[src/common/board_pkg.sv]
//*********************************************************************
// shared types for the scan converter board glue logic
// widths, video and audio stream structs, control word fields
// referenced everywhere with scoped names, never imported
//*********************************************************************

package board_pkg;

    // synchronizer depth for async board inputs
    localparam int unsigned SYNC_STAGES = 2;

    // default resync LED stretch counter width, about 0.6 s at 27 MHz
    localparam int unsigned STRETCH_W_DEFAULT = 24;

    // led vector bit positions
    localparam int unsigned LED_RESYNC_BIT = 0;
    localparam int unsigned LED_NO_IR_BIT  = 1;

    // unused top bits of the status word
    localparam int unsigned STATUS_PAD_W = 6;

    // one colour channel
    typedef logic [7:0]  pixel_t;
    // horizontal or vertical position from a frontend
    typedef logic [10:0] pos_t;

    // front panel buttons, active low
    typedef logic [1:0]  btn_t;
    // decoded remote code and its running counter
    typedef logic [15:0] ir_code_t;
    typedef logic [7:0]  ir_cnt_t;

    // word read back by the system controller
    typedef logic [31:0] status_word_t;

    // board LEDs
    typedef logic [1:0]  led_t;

    // video stream as delivered by either frontend
    typedef struct packed {
        pixel_t r;
        pixel_t g;
        pixel_t b;
        logic   hsync;
        logic   vsync;
        logic   de;
        logic   fid;
        logic   interlace;
        logic   frame_change;
        pos_t   xpos;
        pos_t   ypos;
    } video_t;

    // I2S lines
    typedef struct packed {
        logic bck;
        logic ws;
        logic data;
    } audio_t;

    // system control word, fields listed from bit 15 down to bit 0
    typedef struct packed {
        logic [6:0] reserved;
        logic       audmux_sel;
        logic       isl_vs_type;
        logic       isl_vs_pol;
        logic       capture_sel;
        // memory controller resets, not used on this board revision
        logic       emif_sw;
        logic       emif_hw;
        logic       hdmirx_reset_n;
        logic       isl_reset_n;
        logic       extra;
    } ctrl_word_t;

endpackage

[src/capture/capture_select.sv]
//*********************************************************************
// capture source selection for the scaler input
// registers the chosen video stream on clk27 and routes the audio
// of the same source straight through to the HDMI transmitter
//*********************************************************************

module capture_select (
    input  logic              clk27,
    input  logic              po_reset_n,

    // 0 selects the analog digitizer, 1 the HDMI receiver
    input  logic              capture_sel_i,

    input  board_pkg::video_t isl_video_i,
    input  board_pkg::video_t hdmirx_video_i,

    input  board_pkg::audio_t pcm_audio_i,
    input  board_pkg::audio_t hdmirx_audio_i,

    output board_pkg::video_t video_o,
    output board_pkg::audio_t audio_o
);

    // selected stream ahead of the capture register
    board_pkg::video_t video_sel;
    // capture register
    board_pkg::video_t video_q;

    // video mux
    // whole struct switches at once so sync and position stay aligned
    // with the pixel data of the same source
    always_comb begin
        if (capture_sel_i) begin
            video_sel = hdmirx_video_i;
        end else begin
            video_sel = isl_video_i;
        end
    end

    // capture register, one cycle of latency
    // cleared in reset so the scaler sees blank, sync-less input
    always_ff @(posedge clk27 or negedge po_reset_n) begin
        if (!po_reset_n) begin
            video_q <= '0;
        end else begin
            video_q <= video_sel;
        end
    end

    assign video_o = video_q;

    // audio routing
    // no register here, bck and ws already carry their own timing
    // and the transmitter samples them on bck
    always_comb begin
        if (capture_sel_i) begin
            audio_o = hdmirx_audio_i;
        end else begin
            // analog path takes the external PCM codec
            audio_o = pcm_audio_i;
        end
    end

endmodule

[src/panel/panel_inputs.sv]
//*********************************************************************
// front panel and IR receiver inputs
// brings buttons and the IR line into the clk27 domain and packs
// the status word read by the system controller
//*********************************************************************

module panel_inputs (
    input  logic                    clk27,
    input  logic                    po_reset_n,

    // asynchronous board pins
    input  board_pkg::btn_t         btn_i,
    input  logic                    ir_rx_i,

    // from the IR decoder
    input  board_pkg::ir_code_t     ir_code_i,
    input  board_pkg::ir_cnt_t      ir_code_cnt_i,

    // synchronized IR line for the decoder
    output logic                    ir_rx_o,
    output board_pkg::status_word_t status_o
);

    // synchronizer chains, index 0 samples the pin
    board_pkg::btn_t [board_pkg::SYNC_STAGES-1:0] btn_sync_q;
    logic [board_pkg::SYNC_STAGES-1:0]            ir_sync_q;

    // last stage of the button chain
    board_pkg::btn_t btn_sync;

    // buttons and IR idle high, so reset to ones
    // avoids a fake press or IR edge right after reset
    always_ff @(posedge clk27 or negedge po_reset_n) begin
        if (!po_reset_n) begin
            btn_sync_q <= '1;
            ir_sync_q  <= '1;
        end else begin
            btn_sync_q <= {btn_sync_q[board_pkg::SYNC_STAGES-2:0], btn_i};
            ir_sync_q  <= {ir_sync_q[board_pkg::SYNC_STAGES-2:0], ir_rx_i};
        end
    end

    assign btn_sync = btn_sync_q[board_pkg::SYNC_STAGES-1];
    assign ir_rx_o  = ir_sync_q[board_pkg::SYNC_STAGES-1];

    // status word
    // bits 0..15 ir code, 16..23 code count, 24..25 buttons, rest zero
    assign status_o = {
        {board_pkg::STATUS_PAD_W{1'b0}},
        btn_sync,
        ir_code_cnt_i,
        ir_code_i
    };

endmodule

[src/panel/resync_indicator.sv]
//*********************************************************************
// resync indicator LED
// catches the scaler resync strobe, stretches each rising edge into
// a visible pulse and flags when no remote code has been received
//*********************************************************************

module resync_indicator #(
    // pulse length is 2**STRETCH_W - 1 cycles, must be 2 or more
    parameter int unsigned STRETCH_W = board_pkg::STRETCH_W_DEFAULT
) (
    input  logic                clk27,
    input  logic                po_reset_n,

    // strobe from the scaler, not related to clk27
    input  logic                resync_strobe_i,
    input  board_pkg::ir_code_t ir_code_i,

    output board_pkg::led_t     led_o
);

    // strobe synchronizer and previous synchronized value
    logic [board_pkg::SYNC_STAGES-1:0] strobe_sync_q;
    logic                              strobe_prev_q;
    logic                              strobe_rise;

    // stretch counter, LED on while nonzero
    logic [STRETCH_W-1:0] stretch_ctr_q;

    assign strobe_rise = strobe_sync_q[board_pkg::SYNC_STAGES-1] & ~strobe_prev_q;

    always_ff @(posedge clk27 or negedge po_reset_n) begin
        if (!po_reset_n) begin
            strobe_sync_q <= '0;
            strobe_prev_q <= 1'b0;
            stretch_ctr_q <= '0;
        end else begin
            strobe_sync_q <= {strobe_sync_q[board_pkg::SYNC_STAGES-2:0], resync_strobe_i};
            strobe_prev_q <= strobe_sync_q[board_pkg::SYNC_STAGES-1];
            // a new edge restarts the full pulse, even mid-pulse
            if (strobe_rise) begin
                stretch_ctr_q <= '1;
            end else if (stretch_ctr_q != '0) begin
                stretch_ctr_q <= stretch_ctr_q - 1'b1;
            end
        end
    end

    // led drive
    assign led_o[board_pkg::LED_RESYNC_BIT] = (stretch_ctr_q != '0);
    // code zero means the decoder has not latched anything yet
    assign led_o[board_pkg::LED_NO_IR_BIT]  = (ir_code_i == '0);

endmodule

[src/logic/ossc_board_top.sv]
//*********************************************************************
// board glue top level of the scan converter
// decodes the system control word and connects the capture mux,
// the panel inputs and the resync indicator, all on clk27
//*********************************************************************

module ossc_board_top #(
    // resync LED stretch width, shortened in simulation
    parameter int unsigned STRETCH_W = board_pkg::STRETCH_W_DEFAULT
) (
    input  logic                    clk27,
    input  logic                    po_reset_n,

    // control word from the system controller
    input  board_pkg::ctrl_word_t   sys_ctrl_i,

    // video and audio sources
    input  board_pkg::video_t       isl_video_i,
    input  board_pkg::video_t       hdmirx_video_i,
    input  board_pkg::audio_t       pcm_audio_i,
    input  board_pkg::audio_t       hdmirx_audio_i,

    // panel and IR
    input  board_pkg::btn_t         btn_i,
    input  logic                    ir_rx_i,
    input  board_pkg::ir_code_t     ir_code_i,
    input  board_pkg::ir_cnt_t      ir_code_cnt_i,

    // strobe from the scaler
    input  logic                    resync_strobe_i,

    // decoded control outputs
    output logic                    isl_reset_n_o,
    output logic                    hdmirx_reset_n_o,
    output logic                    audmux_o,
    output logic                    isl_vs_pol_o,
    output logic                    isl_vs_type_o,

    output board_pkg::status_word_t status_o,
    output logic                    ir_rx_o,
    output board_pkg::led_t         led_o,
    output board_pkg::video_t       video_o,
    output board_pkg::audio_t       audio_o
);

    // capture source select, also steers audio
    logic capture_sel;

    // control word split
    // the remaining fields have no consumer on this board
    assign capture_sel      = sys_ctrl_i.capture_sel;
    assign isl_reset_n_o    = sys_ctrl_i.isl_reset_n;
    assign hdmirx_reset_n_o = sys_ctrl_i.hdmirx_reset_n;
    assign audmux_o         = sys_ctrl_i.audmux_sel;
    // vsync handling options for the digitizer frontend
    assign isl_vs_pol_o     = sys_ctrl_i.isl_vs_pol;
    assign isl_vs_type_o    = sys_ctrl_i.isl_vs_type;

    capture_select u_capture_select (
        .clk27          (clk27),
        .po_reset_n     (po_reset_n),
        .capture_sel_i  (capture_sel),
        .isl_video_i    (isl_video_i),
        .hdmirx_video_i (hdmirx_video_i),
        .pcm_audio_i    (pcm_audio_i),
        .hdmirx_audio_i (hdmirx_audio_i),
        .video_o        (video_o),
        .audio_o        (audio_o)
    );

    panel_inputs u_panel_inputs (
        .clk27          (clk27),
        .po_reset_n     (po_reset_n),
        .btn_i          (btn_i),
        .ir_rx_i        (ir_rx_i),
        .ir_code_i      (ir_code_i),
        .ir_code_cnt_i  (ir_code_cnt_i),
        .ir_rx_o        (ir_rx_o),
        .status_o       (status_o)
    );

    resync_indicator #(
        .STRETCH_W (STRETCH_W)
    ) u_resync_indicator (
        .clk27           (clk27),
        .po_reset_n      (po_reset_n),
        .resync_strobe_i (resync_strobe_i),
        .ir_code_i       (ir_code_i),
        .led_o           (led_o)
    );

endmodule

[config.mk]
export PLATFORM = sky130hd
export DESIGN_NAME = ossc_board_top
export DESIGN_NICKNAME = d
export VERILOG_FILES = /design/src/common/board_pkg.sv /design/src/capture/capture_select.sv /design/src/panel/panel_inputs.sv /design/src/panel/resync_indicator.sv /design/src/logic/ossc_board_top.sv
export SDC_FILE = /design/constraint.sdc
export NUM_CORES = 1
export LEC_CHECK = 0
export BUFFER_PORTS_ARGS = -buffer_cell sky130_fd_sc_hd__buf_2
export CAP_MARGIN = 20
export CORE_MARGIN = 5
export CORE_UTILIZATION = 46
export CTS_CLUSTER_SIZE = 14
export DETAILED_ROUTE_END_ITERATION = 12
export PLACE_DENSITY = 0.87
export SYNTH_ARGS = -nofsm -noshare
export SYNTH_HDL_FRONTEND = slang
export SYNTH_SLANG_ARGS = --single-unit
[constraint.sdc]
create_clock -name clk27 -period 4.82 [get_ports clk27]
set_clock_uncertainty 0.1 [all_clocks]
set_input_delay 0.241 -clock clk27 [delete_from_list [all_inputs] [get_ports clk27]]
set_output_delay 0.241 -clock clk27 [all_outputs]
set_load 0.005 [all_outputs]
==> results by stage <==
Pwr:
- The highest ir drop seen on vdd is 0.1769 mV.
- The clock network fraction of design power is 0.354.
- The total power density per cell area is 310.7 nW/um^2.
- The power dissipated by switching net loads is 369.4 uW.
- The switching share of power is 0.2367.
- The internal power contribution is 1191 uW.
- Of the total power, registers draw 0.506.
- The final total power is 1561 uW.
- The share of total power dissipated in combinational logic is 0.140.
- Summed over all cells, the static leakage comes to 0.002288 uW.

Layout:
- Relative to the synthesized area, the layout overhead comes to 31.30%.
- In the final layout, flip-flops and latches occupy 2135 sq um.
- The net total in the final layout is 648.
- The area occupied by multi-input gates is 1369 sq um.
- The finished layout holds 603 standard cells, fillers aside.
- The share of final-layout standard cells stronger than drive strength 1 is 0.5939.
- The filler cell count is 661.

Worst hold path:
- The worst hold path begins at isl_video_i[19].
- The worst hold endpoint is u_capture_select.video_o[19]$_DFF_PN0_.
- The tightest min-delay check is of the input pin to flip-flop type.
- The worst hold path stage count is 2.

Logic synthesis:
- The gate count of the mapped netlist is 306.
- The mean cell area of the mapped netlist is 12.50 sq um.
- Sorting the synthesized cells by how often they occur yields dfrtp_1, mux2_2, buf_4.
- After synthesis, the share of cell area in mux cells is 0.1645.
- The share of synthesized area in the top cell type comes to 0.5167.
- The synthesized-area fraction occupied by ao, oa, aoi and oai cells is 0.03859.
- The register area share after synthesis is 0.5579.
- The commonest register cell after synthesis is dfrtp_1.
- Of the total synthesized cell area, the portion taken by XOR and XNOR cells is 0.03434.
- The share of synthesized cell area in and, or, nand and nor gates is 0.1079.
- dfrtp_1 takes more of the synthesized area than any other cell.
- The netlist area before placement is 3826 sq um.
- Of the total synthesized cell area, the portion taken by full adders, half adders and majority gates is 0.006540.
- Yosys printed 0 warnings.
- By area, the combinational part of the netlist is dominated by multiplexers.
- Ranked by total cell area, the synthesized netlist is headed by dfrtp_1, mux2_2, buf_4.
- The number of synthesized flops with an enable pin is 0.
- Synthesis inferred 85 register bits.
- The most instantiated library cell after synthesis is dfrtp_1.
- Counting flops with an async set or reset pin after synthesis yields a share of 1.000.
- Synthesis instantiated 37 different standard cells from the library.

Timing:
- The final-layout setup total negative slack is 0 ns.
- The total count of hold-check failures in the final report is 0.
- Across all setup checks in the final design, the least slack found is 1.819 ns.
- Static timing analysis puts the maximum clock frequency at 333.3 MHz.
- The final clock period utilization by the worst path is 0.6225.
- Setup violations remaining at the end of the flow were counted as 0.
- The minimum hold slack is 0.02507 ns.
- The transition time at the pin with the least slew margin is 0.8642 ns.
- Setup repair after global routing left no endpoint under its margin.
- The headroom to the max-slew limit is 0.4238.
- The minimum clock period after layout is 3.001 ns.
- The final count of pins violating max slew came to 0.

Job:
- The number of max-capacitance violations reported is 0.

Route:
- Dividing the detail-routed via count by the number of cells gives 4.965.
- The final routed wirelength across all metal layers is 9862 um.
- The routed length per placed instance is 16.35 um.
- The detailed router's first-iteration violation count is 130.
- For this run, design rule violations remaining after detail routing come to 0.
- For this block, the via count after detailed routing is 2,994.
- The number of iterations in the first detailed-routing pass is 4.
- The post-route antenna net violation count is 0.

Critical path:
- The nature of the critical path endpoint is a flip-flop.
- The standard cell with the maximum stage delay on the critical path is o21ai_1.
- The worst stage delay on the critical path is 0.63 ns.
- The worst register-to-register path ends at u_resync_indicator.stretch_ctr_q[11]$_DFFE_PN0P_.
- In this design, the largest share of critical-path delay is due to simple AND/OR/NAND/NOR gates.
- The arrival time of the worst setup path is 3.08 ns.
- The required arrival time at the worst endpoint is 4.90 ns.
- The number of buffers and inverters on the critical path is 1.
- The worst setup path is of the flip-flop to flip-flop kind.
- The register-to-register setup slack is 1.82 ns.
- The startpoint identified for the worst register-to-register timing path is u_resync_indicator.stretch_ctr_q[0]$_DFFE_PN0P_.
- Along the worst path, the maximum fanout reaches 11.
- The signal on the critical path passes through inv_1 -> ha_1 -> or4b_4 -> or4_4 -> o21ai_1 -> or2_2 -> nand3_1.
- STA classifies the critical path startpoint as a flip-flop.
- The length in cells of the worst reg-to-reg path is 7.

Clock tree:
- The deepest clock path buffer count is 2.
- The total number of clock tree sinks is 85.
- The H-tree level count is 3.
- The clock transition at the register clock pins on the worst setup and hold paths after CTS is 0.09 ns.
- The number of gates resized after cts is 0.
- The number of clock buffers added by TritonCTS is 9.
- The buffer type at the clock tree root is clkbuf_8.
- The clock tree from TritonCTS is yes.
- The clock reaches the later pin of the worst-skew pair after 0.34 ns.

Placement:
- The half-perimeter wire length after placement is 7744 um.
- OpenSTA, run right after detailed placement, puts the worst setup slack at 1.838 ns.
- The global placement routability congestion is 0.8253.
- The number of I/O port buffers is 208.
- The placed cell count is 576.

GRT:
- The remaining global-route overflow is 0.
- Across every metal layer, demand over resource in global routing totals 0.1956.
- The number of antenna violations at the first check in global routing is 4.
- Entering global routing, the biggest net connects 86 pins.
- The number of global-route vias before repair is 3,266.
- The first global-routing pass estimated 15,390 um of wire.

Run status:
- The run finished with clean final reports.

Die:
- The core region is 8175 sq um.
- The initial cell density of the core is 0.4680.
- The overall die height is 101.2 um.
- The top-level I/O count is 251.
- Measured along the x axis, the die boundary spans 101.2 um.
- The die covers 10,240 sq um.
- The initialized floorplan defines 33 standard-cell rows.
[cell families after synthesis]
| kind of cell | after synthesis |
|---|---|
| multiplexers | 56 |
| AND/OR/NAND/NOR | 74 |
| buffers and inverters | 51 |
| AO/OA/AOI/OAI | 22 |
| other | 1 |
| flip-flops | 85 |
| adder cells (fa/ha/maj) | 2 |
| XOR/XNOR | 15 |
[layout by cell type (no fill, tap or decap), types with 2 or more instances in the layout]
master / synthesis / final
nand3_1: 3 / 3
or4_1: 5 / 5
clkinvlp_4: 0 / 2
clkbuf_8: 0 / 10
ha_1: 2 / 2
or3_1: 6 / 6
or4_4: 2 / 2
bufinv_16: 0 / 2
xnor2_1: 7 / 7
o21ai_0: 2 / 2
dlygate4sd3_1: 0 / 7
buf_2: 0 / 207
buf_4: 38 / 2
nand2_1: 20 / 20
xor2_1: 8 / 8
diode_2: 0 / 3
o31a_1: 2 / 2
mux2_2: 55 / 55
o211ai_1: 3 / 3
conb_1: 1 / 6
nor4_1: 11 / 11
dfstp_2: 6 / 6
o21ai_1: 7 / 7
or2_2: 2 / 2
nor2_1: 10 / 10
dfrtp_1: 79 / 79
inv_1: 2 / 2
nor3_1: 6 / 6
o31ai_1: 6 / 6
[layer usage]
layer | global-route usage | part of all wire | wire length [um]
met5 | 0 | 0.0013 | 13
met4 | 0.1166 | 0.038 | 370
met3 | 0.07231 | 0.10 | 983
met2 | 0.3385 | 0.52 | 5118
met1 | 0.2013 | 0.34 | 3377
[area by class of cell]
class	instances	area share
flip-flops and latches	85	0.4249
multi-input cells	175	0.2725
repair buffers	217	0.2286
clock buffers	11	0.02814
well taps	105	0.02615
clock inverters	5	0.01669
inverters	2	0.001494
diodes	3	0.001494
[power by group through the flow]
| stage | registers, uW | logic, uW | clock network (uW) |
|---|---|---|---|
| final | 789 | 219 | 552 |
| after global routing | 796 | 244 | 600 |
| after CTS | 790 | 217 | 568 |
| after detailed placement | 804 | 213 | 0 |
| after global placement | 800 | 208 | 0 |
| after floorplan | 805 | 102 | 0 |
[sequential cells by signal, summed over array words and instances (netlist names)]
signal,count
u_capture_select.video_o,52
u_panel_inputs.btn_sync,2
u_resync_indicator.strobe_sync_q,2
u_resync_indicator.stretch_ctr_q,24
u_panel_inputs.btn_sync_q,2
u_panel_inputs.ir_sync_q,2
u_resync_indicator.strobe_prev_q,1
[worst max-delay path by stage]
stage               slack, ns  depth (start not counted)                                             from                                               end
floorplan                2.42                          8  u_resync_indicator.stretch_ctr_q[0]$_DFFE_PN0P_   u_resync_indicator.stretch_ctr_q[0]$_DFFE_PN0P_
global placement         1.90                          7  u_resync_indicator.stretch_ctr_q[0]$_DFFE_PN0P_  u_resync_indicator.stretch_ctr_q[11]$_DFFE_PN0P_
detailed placement       1.84                          7  u_resync_indicator.stretch_ctr_q[0]$_DFFE_PN0P_  u_resync_indicator.stretch_ctr_q[11]$_DFFE_PN0P_
CTS                      1.83                          7  u_resync_indicator.stretch_ctr_q[0]$_DFFE_PN0P_  u_resync_indicator.stretch_ctr_q[11]$_DFFE_PN0P_
global route             1.68                          7  u_resync_indicator.stretch_ctr_q[0]$_DFFE_PN0P_  u_resync_indicator.stretch_ctr_q[11]$_DFFE_PN0P_
finish                   1.82                          7  u_resync_indicator.stretch_ctr_q[0]$_DFFE_PN0P_  u_resync_indicator.stretch_ctr_q[11]$_DFFE_PN0P_
[stage by stage]
step	util	instance area, sq um
after floorplan	-	3845
after global placement	0.5741	4693
after detailed placement	0.5741	4693
after CTS	0.6065	4959
after global routing	0.6142	5021
final	0.6145	5024
[what timing repair did]
| action | CTS | global route |
|---|---|---|
| buffers inserted | 0 | 0 |
| hold endpoints to repair | 4 | 21 |
| hold buffers | 4 | 3 |
Power figures use the tool's default switching activity.
